[config.mk]
export PLATFORM = sky130hd
export DESIGN_NAME = axi_line_bridge
export DESIGN_NICKNAME = d
export VERILOG_FILES = /design/src/axi_line_pkg.sv /design/src/beat_counter.sv /design/src/burst_fsm.sv /design/src/read_line_buffer.sv /design/src/write_line_buffer.sv /design/src/axi_line_bridge.sv
export VERILOG_INCLUDE_DIRS = /design/src
export SDC_FILE = /design/constraint.sdc
export NUM_CORES = 1
export LEC_CHECK = 0
export BUFFER_PORTS_ARGS = -buffer_cell sky130_fd_sc_hd__buf_2
export CORE_AREA = 5 5 202 204
export CTS_CLUSTER_DIAMETER = 150
export DETAILED_ROUTE_END_ITERATION = 6
export DIE_AREA = 0 0 207 209
export GPL_TIMING_DRIVEN = 0
export PLACE_DENSITY_LB_ADDON = 0.2
export SLEW_MARGIN = 20
export SYNTH_ARGS = -nofsm -noshare
export SYNTH_HDL_FRONTEND = slang
export SYNTH_HIERARCHICAL = 1
export SYNTH_SLANG_ARGS = --single-unit
export TNS_END_PERCENT = 50
[constraint.sdc]
create_clock -name clk -period 1.4 [get_ports clk]
set_input_delay 0.07 -clock clk [delete_from_list [all_inputs] [get_ports clk]]
set_output_delay 0.07 -clock clk [all_outputs]
set_load 0.005 [all_outputs]
[src/axi_line_config.svh]
`ifndef AXI_LINE_CONFIG_SVH
`define AXI_LINE_CONFIG_SVH

// bus and line geometry
`define ADDR_W          32
`define WORD_W          32
`define LINE_WORDS      4
`define BEAT_W          2        // enough to index LINE_WORDS

// axi field widths
`define ID_W            4
`define LEN_W           4
`define SIZE_W          3
`define BURST_W         2
`define LOCK_W          2
`define CACHE_W         4
`define PROT_W          3
`define RESP_W          2
`define STRB_W          (`WORD_W / 8)

// fixed values driven on every burst
`define AXI_DATA_ID     4'd1
`define AXI_LEN         4'd3     // four beats
`define AXI_SIZE        3'd2     // 4 bytes per beat
`define AXI_BURST_INCR  2'd1

`endif

[src/axi_line_pkg.sv]
`include "axi_line_config.svh"

package axi_line_pkg;

    typedef logic [`WORD_W-1:0] word_t;

    // word 0 is the lowest address and the lsb end
    typedef word_t [`LINE_WORDS-1:0] line_t;

    typedef struct packed {
        logic [`ADDR_W-1:0] addr;
    } rd_req_t;

    typedef struct packed {
        logic [`ADDR_W-1:0] addr;
        line_t              line;
    } wr_req_t;

    // shared by ar and aw
    typedef struct packed {
        logic [`ID_W-1:0]    id;
        logic [`ADDR_W-1:0]  addr;
        logic [`LEN_W-1:0]   len;
        logic [`SIZE_W-1:0]  size;
        logic [`BURST_W-1:0] burst;
        logic [`LOCK_W-1:0]  lock;
        logic [`CACHE_W-1:0] cache;
        logic [`PROT_W-1:0]  prot;
    } addr_chan_t;

    typedef struct packed {
        logic [`ID_W-1:0]   id;
        word_t              data;
        logic [`STRB_W-1:0] strb;
        logic               last;
    } w_chan_t;

    typedef struct packed {
        logic [`ID_W-1:0]   id;
        word_t              data;
        logic [`RESP_W-1:0] resp;
        logic               last;
    } r_chan_t;

    typedef struct packed {
        logic [`ID_W-1:0]   id;
        logic [`RESP_W-1:0] resp;
    } b_chan_t;

endpackage

[src/beat_counter.sv]
`timescale 1ns/1ps
`include "axi_line_config.svh"

module beat_counter (
    input  logic               clk,
    input  logic               resetn,
    input  logic               beat,
    output logic [`BEAT_W-1:0] beat_idx,
    output logic               last_beat
);

    // final beat of a line
    assign last_beat = (beat_idx == `BEAT_W'(`LINE_WORDS - 1));

    always_ff @(posedge clk) begin
        if (!resetn) begin
            beat_idx <= '0;
        end else if (beat) begin
            if (last_beat) begin
                beat_idx <= '0;              // ready for the next burst
            end else begin
                beat_idx <= beat_idx + 1'b1;
            end
        end
    end

endmodule

[src/burst_fsm.sv]
`timescale 1ns/1ps

module burst_fsm (
    input  logic clk,
    input  logic resetn,
    // read side
    input  logic rd_req_valid,
    output logic rd_req_ready,
    output logic rd_accept,
    output logic arvalid,
    input  logic arready,
    input  logic rvalid,
    output logic rready,
    output logic rd_beat,
    input  logic rd_last_beat,
    output logic rd_ret_valid,
    // write side
    input  logic wr_req_valid,
    output logic wr_req_ready,
    output logic wr_accept,
    output logic awvalid,
    input  logic awready,
    output logic wvalid,
    input  logic wready,
    output logic wr_beat,
    input  logic wr_last_beat,
    input  logic bvalid,
    output logic bready,
    output logic wr_done
);

    typedef enum logic [1:0] {
        RD_IDLE,
        RD_ADDR,
        RD_DATA
    } rd_state_t;

    typedef enum logic [1:0] {
        WR_IDLE,
        WR_ADDR,
        WR_DATA,
        WR_RESP
    } wr_state_t;

    rd_state_t rd_state, rd_next;
    wr_state_t wr_state, wr_next;

    // handshake controls straight from the state
    assign rd_req_ready = (rd_state == RD_IDLE);
    assign rd_accept    = rd_req_valid && rd_req_ready;
    assign arvalid      = (rd_state == RD_ADDR);
    assign rready       = (rd_state == RD_DATA);
    assign rd_beat      = rvalid && rready;     // one R beat taken

    assign wr_req_ready = (wr_state == WR_IDLE);
    assign wr_accept    = wr_req_valid && wr_req_ready;
    assign awvalid      = (wr_state == WR_ADDR);
    assign wvalid       = (wr_state == WR_DATA);
    assign wr_beat      = wvalid && wready;
    assign bready       = (wr_state == WR_RESP);

    always_ff @(posedge clk) begin
        if (!resetn) begin
            rd_state <= RD_IDLE;
            wr_state <= WR_IDLE;
        end else begin
            rd_state <= rd_next;
            wr_state <= wr_next;
        end
    end

    always_comb begin
        rd_next = rd_state;
        case (rd_state)
            RD_IDLE: if (rd_accept) rd_next = RD_ADDR;
            RD_ADDR: if (arready) rd_next = RD_DATA;
            RD_DATA: if (rd_beat && rd_last_beat) rd_next = RD_IDLE;   // own count, not rlast
            default: rd_next = RD_IDLE;
        endcase
    end

    always_comb begin
        wr_next = wr_state;
        case (wr_state)
            WR_IDLE: if (wr_accept) wr_next = WR_ADDR;
            WR_ADDR: if (awready) wr_next = WR_DATA;
            WR_DATA: if (wr_beat && wr_last_beat) wr_next = WR_RESP;
            WR_RESP: if (bvalid) wr_next = WR_IDLE;
            default: wr_next = WR_IDLE;
        endcase
    end

    // completion pulses, one cycle, on the way back to idle
    always_ff @(posedge clk) begin
        if (!resetn) begin
            rd_ret_valid <= 1'b0;
            wr_done      <= 1'b0;
        end else begin
            rd_ret_valid <= (rd_state == RD_DATA) && rd_beat && rd_last_beat;
            wr_done      <= (wr_state == WR_RESP) && bvalid;
        end
    end

endmodule

[src/read_line_buffer.sv]
`timescale 1ns/1ps
`include "axi_line_config.svh"

module read_line_buffer (
    input  logic                    clk,
    input  logic                    resetn,
    input  axi_line_pkg::rd_req_t   rd_req,
    input  logic                    rd_accept,
    input  axi_line_pkg::r_chan_t   r,
    input  logic                    rd_beat,
    input  logic [`BEAT_W-1:0]      beat_idx,
    output axi_line_pkg::addr_chan_t ar,
    output axi_line_pkg::line_t     rd_line
);

    logic [`ADDR_W-1:0] rd_addr;

    // address must stay put until the AR handshake
    always_ff @(posedge clk) begin
        if (!resetn) begin
            rd_addr <= '0;
        end else if (rd_accept) begin
            rd_addr <= rd_req.addr;
        end
    end

    always_comb begin
        ar       = '0;           // lock, cache, prot stay zero
        ar.id    = `AXI_DATA_ID;
        ar.addr  = rd_addr;
        ar.len   = `AXI_LEN;
        ar.size  = `AXI_SIZE;
        ar.burst = `AXI_BURST_INCR;
    end

    // each beat lands in its own word slot
    always_ff @(posedge clk) begin
        if (!resetn) begin
            rd_line <= '0;
        end else if (rd_beat) begin
            rd_line[beat_idx] <= r.data;
        end
    end

endmodule

[src/write_line_buffer.sv]
`timescale 1ns/1ps
`include "axi_line_config.svh"

module write_line_buffer (
    input  logic                     clk,
    input  logic                     resetn,
    input  axi_line_pkg::wr_req_t    wr_req,
    input  logic                     wr_accept,
    input  logic [`BEAT_W-1:0]       beat_idx,
    input  logic                     last_beat,
    output axi_line_pkg::addr_chan_t aw,
    output axi_line_pkg::w_chan_t    w
);

    axi_line_pkg::wr_req_t held;     // address and line for the whole burst

    always_ff @(posedge clk) begin
        if (!resetn) begin
            held <= '0;
        end else if (wr_accept) begin
            held <= wr_req;
        end
    end

    always_comb begin
        aw       = '0;
        aw.id    = `AXI_DATA_ID;
        aw.addr  = held.addr;
        aw.len   = `AXI_LEN;
        aw.size  = `AXI_SIZE;
        aw.burst = `AXI_BURST_INCR;
    end

    // data follows the beat counter, so it holds while wready is low
    always_comb begin
        w      = '0;
        w.id   = `AXI_DATA_ID;
        w.data = held.line[beat_idx];
        w.strb = '1;             // full line writes only
        w.last = last_beat;
    end

endmodule

[src/axi_line_bridge.sv]
`timescale 1ns/1ps
`include "axi_line_config.svh"

module axi_line_bridge (
    input  logic                     clk,
    input  logic                     resetn,
    // cache side
    input  axi_line_pkg::rd_req_t    rd_req,
    input  logic                     rd_req_valid,
    output logic                     rd_req_ready,
    input  axi_line_pkg::wr_req_t    wr_req,
    input  logic                     wr_req_valid,
    output logic                     wr_req_ready,
    output axi_line_pkg::line_t      rd_line,
    output logic                     rd_ret_valid,
    output logic                     wr_done,
    // axi master
    output axi_line_pkg::addr_chan_t ar,
    output logic                     arvalid,
    input  logic                     arready,
    input  axi_line_pkg::r_chan_t    r,
    input  logic                     rvalid,
    output logic                     rready,
    output axi_line_pkg::addr_chan_t aw,
    output logic                     awvalid,
    input  logic                     awready,
    output axi_line_pkg::w_chan_t    w,
    output logic                     wvalid,
    input  logic                     wready,
    input  axi_line_pkg::b_chan_t    b,       // response code not acted on
    input  logic                     bvalid,
    output logic                     bready
);

    logic               rd_accept;
    logic               wr_accept;
    logic               rd_beat;
    logic               wr_beat;
    logic [`BEAT_W-1:0] rd_beat_idx;
    logic [`BEAT_W-1:0] wr_beat_idx;
    logic               rd_last_beat;
    logic               wr_last_beat;

    burst_fsm u_fsm (
        .clk          (clk),
        .resetn       (resetn),
        .rd_req_valid (rd_req_valid),
        .rd_req_ready (rd_req_ready),
        .rd_accept    (rd_accept),
        .arvalid      (arvalid),
        .arready      (arready),
        .rvalid       (rvalid),
        .rready       (rready),
        .rd_beat      (rd_beat),
        .rd_last_beat (rd_last_beat),
        .rd_ret_valid (rd_ret_valid),
        .wr_req_valid (wr_req_valid),
        .wr_req_ready (wr_req_ready),
        .wr_accept    (wr_accept),
        .awvalid      (awvalid),
        .awready      (awready),
        .wvalid       (wvalid),
        .wready       (wready),
        .wr_beat      (wr_beat),
        .wr_last_beat (wr_last_beat),
        .bvalid       (bvalid),
        .bready       (bready),
        .wr_done      (wr_done)
    );

    beat_counter u_rd_count (
        .clk       (clk),
        .resetn    (resetn),
        .beat      (rd_beat),
        .beat_idx  (rd_beat_idx),
        .last_beat (rd_last_beat)
    );

    beat_counter u_wr_count (
        .clk       (clk),
        .resetn    (resetn),
        .beat      (wr_beat),
        .beat_idx  (wr_beat_idx),
        .last_beat (wr_last_beat)    // also becomes wlast
    );

    read_line_buffer u_rd_buf (
        .clk       (clk),
        .resetn    (resetn),
        .rd_req    (rd_req),
        .rd_accept (rd_accept),
        .r         (r),
        .rd_beat   (rd_beat),
        .beat_idx  (rd_beat_idx),
        .ar        (ar),
        .rd_line   (rd_line)
    );

    write_line_buffer u_wr_buf (
        .clk       (clk),
        .resetn    (resetn),
        .wr_req    (wr_req),
        .wr_accept (wr_accept),
        .beat_idx  (wr_beat_idx),
        .last_beat (wr_last_beat),
        .aw        (aw),
        .w         (w)
    );

endmodule

==> impl_metrics.tcl <==
set metrics [dict create \
    syn2layout_area_growth_pct 58.8 \
    die_w_um 207 \
    antenna_left 0 \
    yosysWarnings 6 \
    clockRootBuffer "clkbuf_16" \
    syn_inst 1254 \
    start_util 0.360 \
    grt_use_total 0.216 \
    setup_slack_ps -544 \
    syn-mean-instance-area_um2 11.2 \
    row_count 73 \
    p_int_mw 21.7 \
    io_pins 532 \
    placedInstanceArea_um2 17300 \
    skew_ps 11.0 \
    hp-class "input port to register" \
    viasPerCell 4.46 \
    place_congestion 0.822 \
    clockBufferDepth 3 \
    drc_errors 0 \
    vdd_drop_max_mv 0.826 \
    nNetsFinal 2355 \
    htreeDepth 2 \
    cp_data_required_time_ps 1330 \
    cts_tree "yes" \
    synth_edf_count 0 \
    status "complete, but fails checks" \
    crit_type "register to output pin" \
    pre_cts_ws_ps -298 \
    slew-limit-headroom 0.626 \
    numCtsBuffers 38 \
    antenna_found_initial 4 \
    cap_violations 0 \
    numClockSinks 330 \
    stdcell_area_um2 22300 \
    synth_top_area_frac 0.470 \
    final_core_util 0.571 \
    finalSetupTns_ps -35070 \
    synth_area_um2 14100 \
    place_hpwl_mm 33.3 \
    synthTopCellsByCount "330 x dfxtp_1, 323 x mux2i_1, 199 x nor2b_1, 163 x nand2_1, 95 x buf_4" \
    wl_mm 49.4 \
    clk_latency_ps 540 \
    ys_dominant_reg_cell "dfxtp_1" \
    critPathLaunchType "register" \
    ys_types 32 \
    async_flop_share 0 \
    tightest_slew_ps 560 \
    rsz0062_at_grt "yes" \
    power.total_mw 29.9 \
    p_switching_mw 8.19 \
    fin_cells 2657 \
    die_area_um2 43300 \
    dp.cells 2293 \
    cp.arrival_ps 1870 \
    hold_ws_ps 30.5 \
    grt_max_degree 21 \
    die_h_um 209 \
    fin_crit_sh 1.39 \
    violations "negative setup slack" \
    yosys.area.top_type "dfxtp_1" \
    drive_above_1_share 0.379 \
    p_seq_frac 0.364 \
    period_needed_ps 1940 \
    p_leak_nw 10.7 \
    fmax_ghz 0.514 \
    synth_seq_area_share 0.470 \
    slew_viol_final 0 \
    ys_seq_elements 330 \
    core_area_um2 39100 \
    end_kind "output pin" \
    clkSlewWorstSetupHoldPaths_ps 60 \
    drt_pass1_iterations 4 \
    setup_viol 293 \
    first_global_vias 12700 \
    post-synth-top-count-cell "dfxtp_1" \
    dr_total_vias 11800 \
    p_sw_frac 0.274 \
    synthTopCellsByArea "dfxtp_1 47%, mux2i_1 23%, nor2b_1 8.9%" \
    grt_pass1_wl_mm 74.8 \
    io_buffers 466 \
    path_max_fanout 8 \
    detail_route.wl_per_cell_um 18.6 \
    power.share.clock 0.320 \
    p_per_area_nw_per_um2 1340 \
    comb_power_share 0.316 \
    hold_violations 0 \
    overflow 0 \
    drtIter0Drc 537 \
]
## kinds of logic (layout without fill, tap and decap cells)
| family | count (synthesis) | count (layout) | synth area share |
|---|---|---|---|
| buf+inv | 170 | 997 | 0.0940 |
| compound gates | 7 | 7 | 0.00409 |
| mux | 355 | 355 | 0.282 |
| other cells | 4 | 55 | 0.00107 |
| fa+ha+maj | 7 | 7 | 0.00623 |
| simple gates | 381 | 381 | 0.143 |
| flops | 330 | 330 | 0.470 |
## flip-flops by register name, indices dropped and copies added, names as in the netlist
signal / cells
u_wr_count/beat_idx: 2
u_rd_buf/rd_addr: 32
u_wr_buf/aw: 32
u_fsm/rd_ret_valid: 1
u_fsm/wr_state: 2
u_rd_count/beat_idx: 2
u_rd_buf/rd_line: 128
u_wr_buf/held: 128
u_fsm/wr_done: 1
u_fsm/rd_state: 2
## placed cells by master (no fill, tap or decap), types with 5 or more instances in the layout
master         synthesis  final
dlygate4sd3_1          0    231
mux2i_2                0     12
dfxtp_2                0      5
buf_2                 22    464
mux2i_1              323    308
buf_16                 0      8
nor2b_1              199    195
nand2_1              163    163
conb_1                 4     52
dfxtp_1              330    324
mux4_2                30     32
clkbuf_1              20     32
buf_6                 18     41
buf_4                 95    105
buf_12                 6     43
clkbuf_16              0     44
clkbuf_8               0     10
ha_4                   0      5
buf_8                  6     10
## area by class of cell
class	instances	area, µm²
diodes	3	7.51
flip-flops and latches	330	6620
repair buffers	766	5860
plain buffers	161	1460
inverters	3	11.3
clock inverters	6	36.3
clock buffers	61	1160
fillers	3391	16800
well taps	525	657
multi-input cells	802	6520
## layer usage
layer | vias to the layer above | part of all wire | global-route usage
met5 | - | 0.00026 | 0
met2 | 388 | 0.51 | 0.390
met4 | 2 | 0.025 | 0.0670
li1 | 5776 | - | -
met3 | 76 | 0.074 | 0.0686
met1 | 5601 | 0.39 | 0.244
## power groups by stage
stage / sequential [mW] / combinational [mW] / clock, mW
4_1_cts: 10.8 / 9.19 / 9.82
3_3_place_gp: 11.0 / 6.31 / 0
3_5_place_dp: 11.0 / 6.39 / 0
2_1_floorplan: 10.9 / 4.61 / 0
6_report: 10.9 / 9.44 / 9.55
5_1_grt: 11.0 / 10.1 / 10.2
## worst max-delay path: stages, from the launching register on
cell and delay [ps]:
dfxtp_4 350, buf_12 160, buf_12 140, mux4_2 530, buf_2 160
## path summary, 6_finish.rpt
path,start,to,slack [ps],cells after the start
worst min register to register,u_rd_buf/rd_line[5],u_rd_buf/rd_line[5],450,2
worst max register to register,u_fsm/wr_state[1],u_fsm/wr_state[0],-180,5
worst min-delay path,resetn,u_wr_count/beat_idx[0],30,2
worst max-delay path,u_wr_count/beat_idx[0],w[21],-540,4
## timing repair
| action | 4_1_cts | 5_1_grt |
|---|---|---|
| hold endpoints to repair | 326 | 0 |
| gates resized for setup | 101 | 71 |
| cloned | 19 | 5 |
| pin swaps | 4 | 3 |
| hold buffers | 231 | 0 |
| setup endpoints to repair | 349 | 352 |
| buffers inserted | 31 | 27 |
No activity file was read; power rests on OpenSTA's default activity.
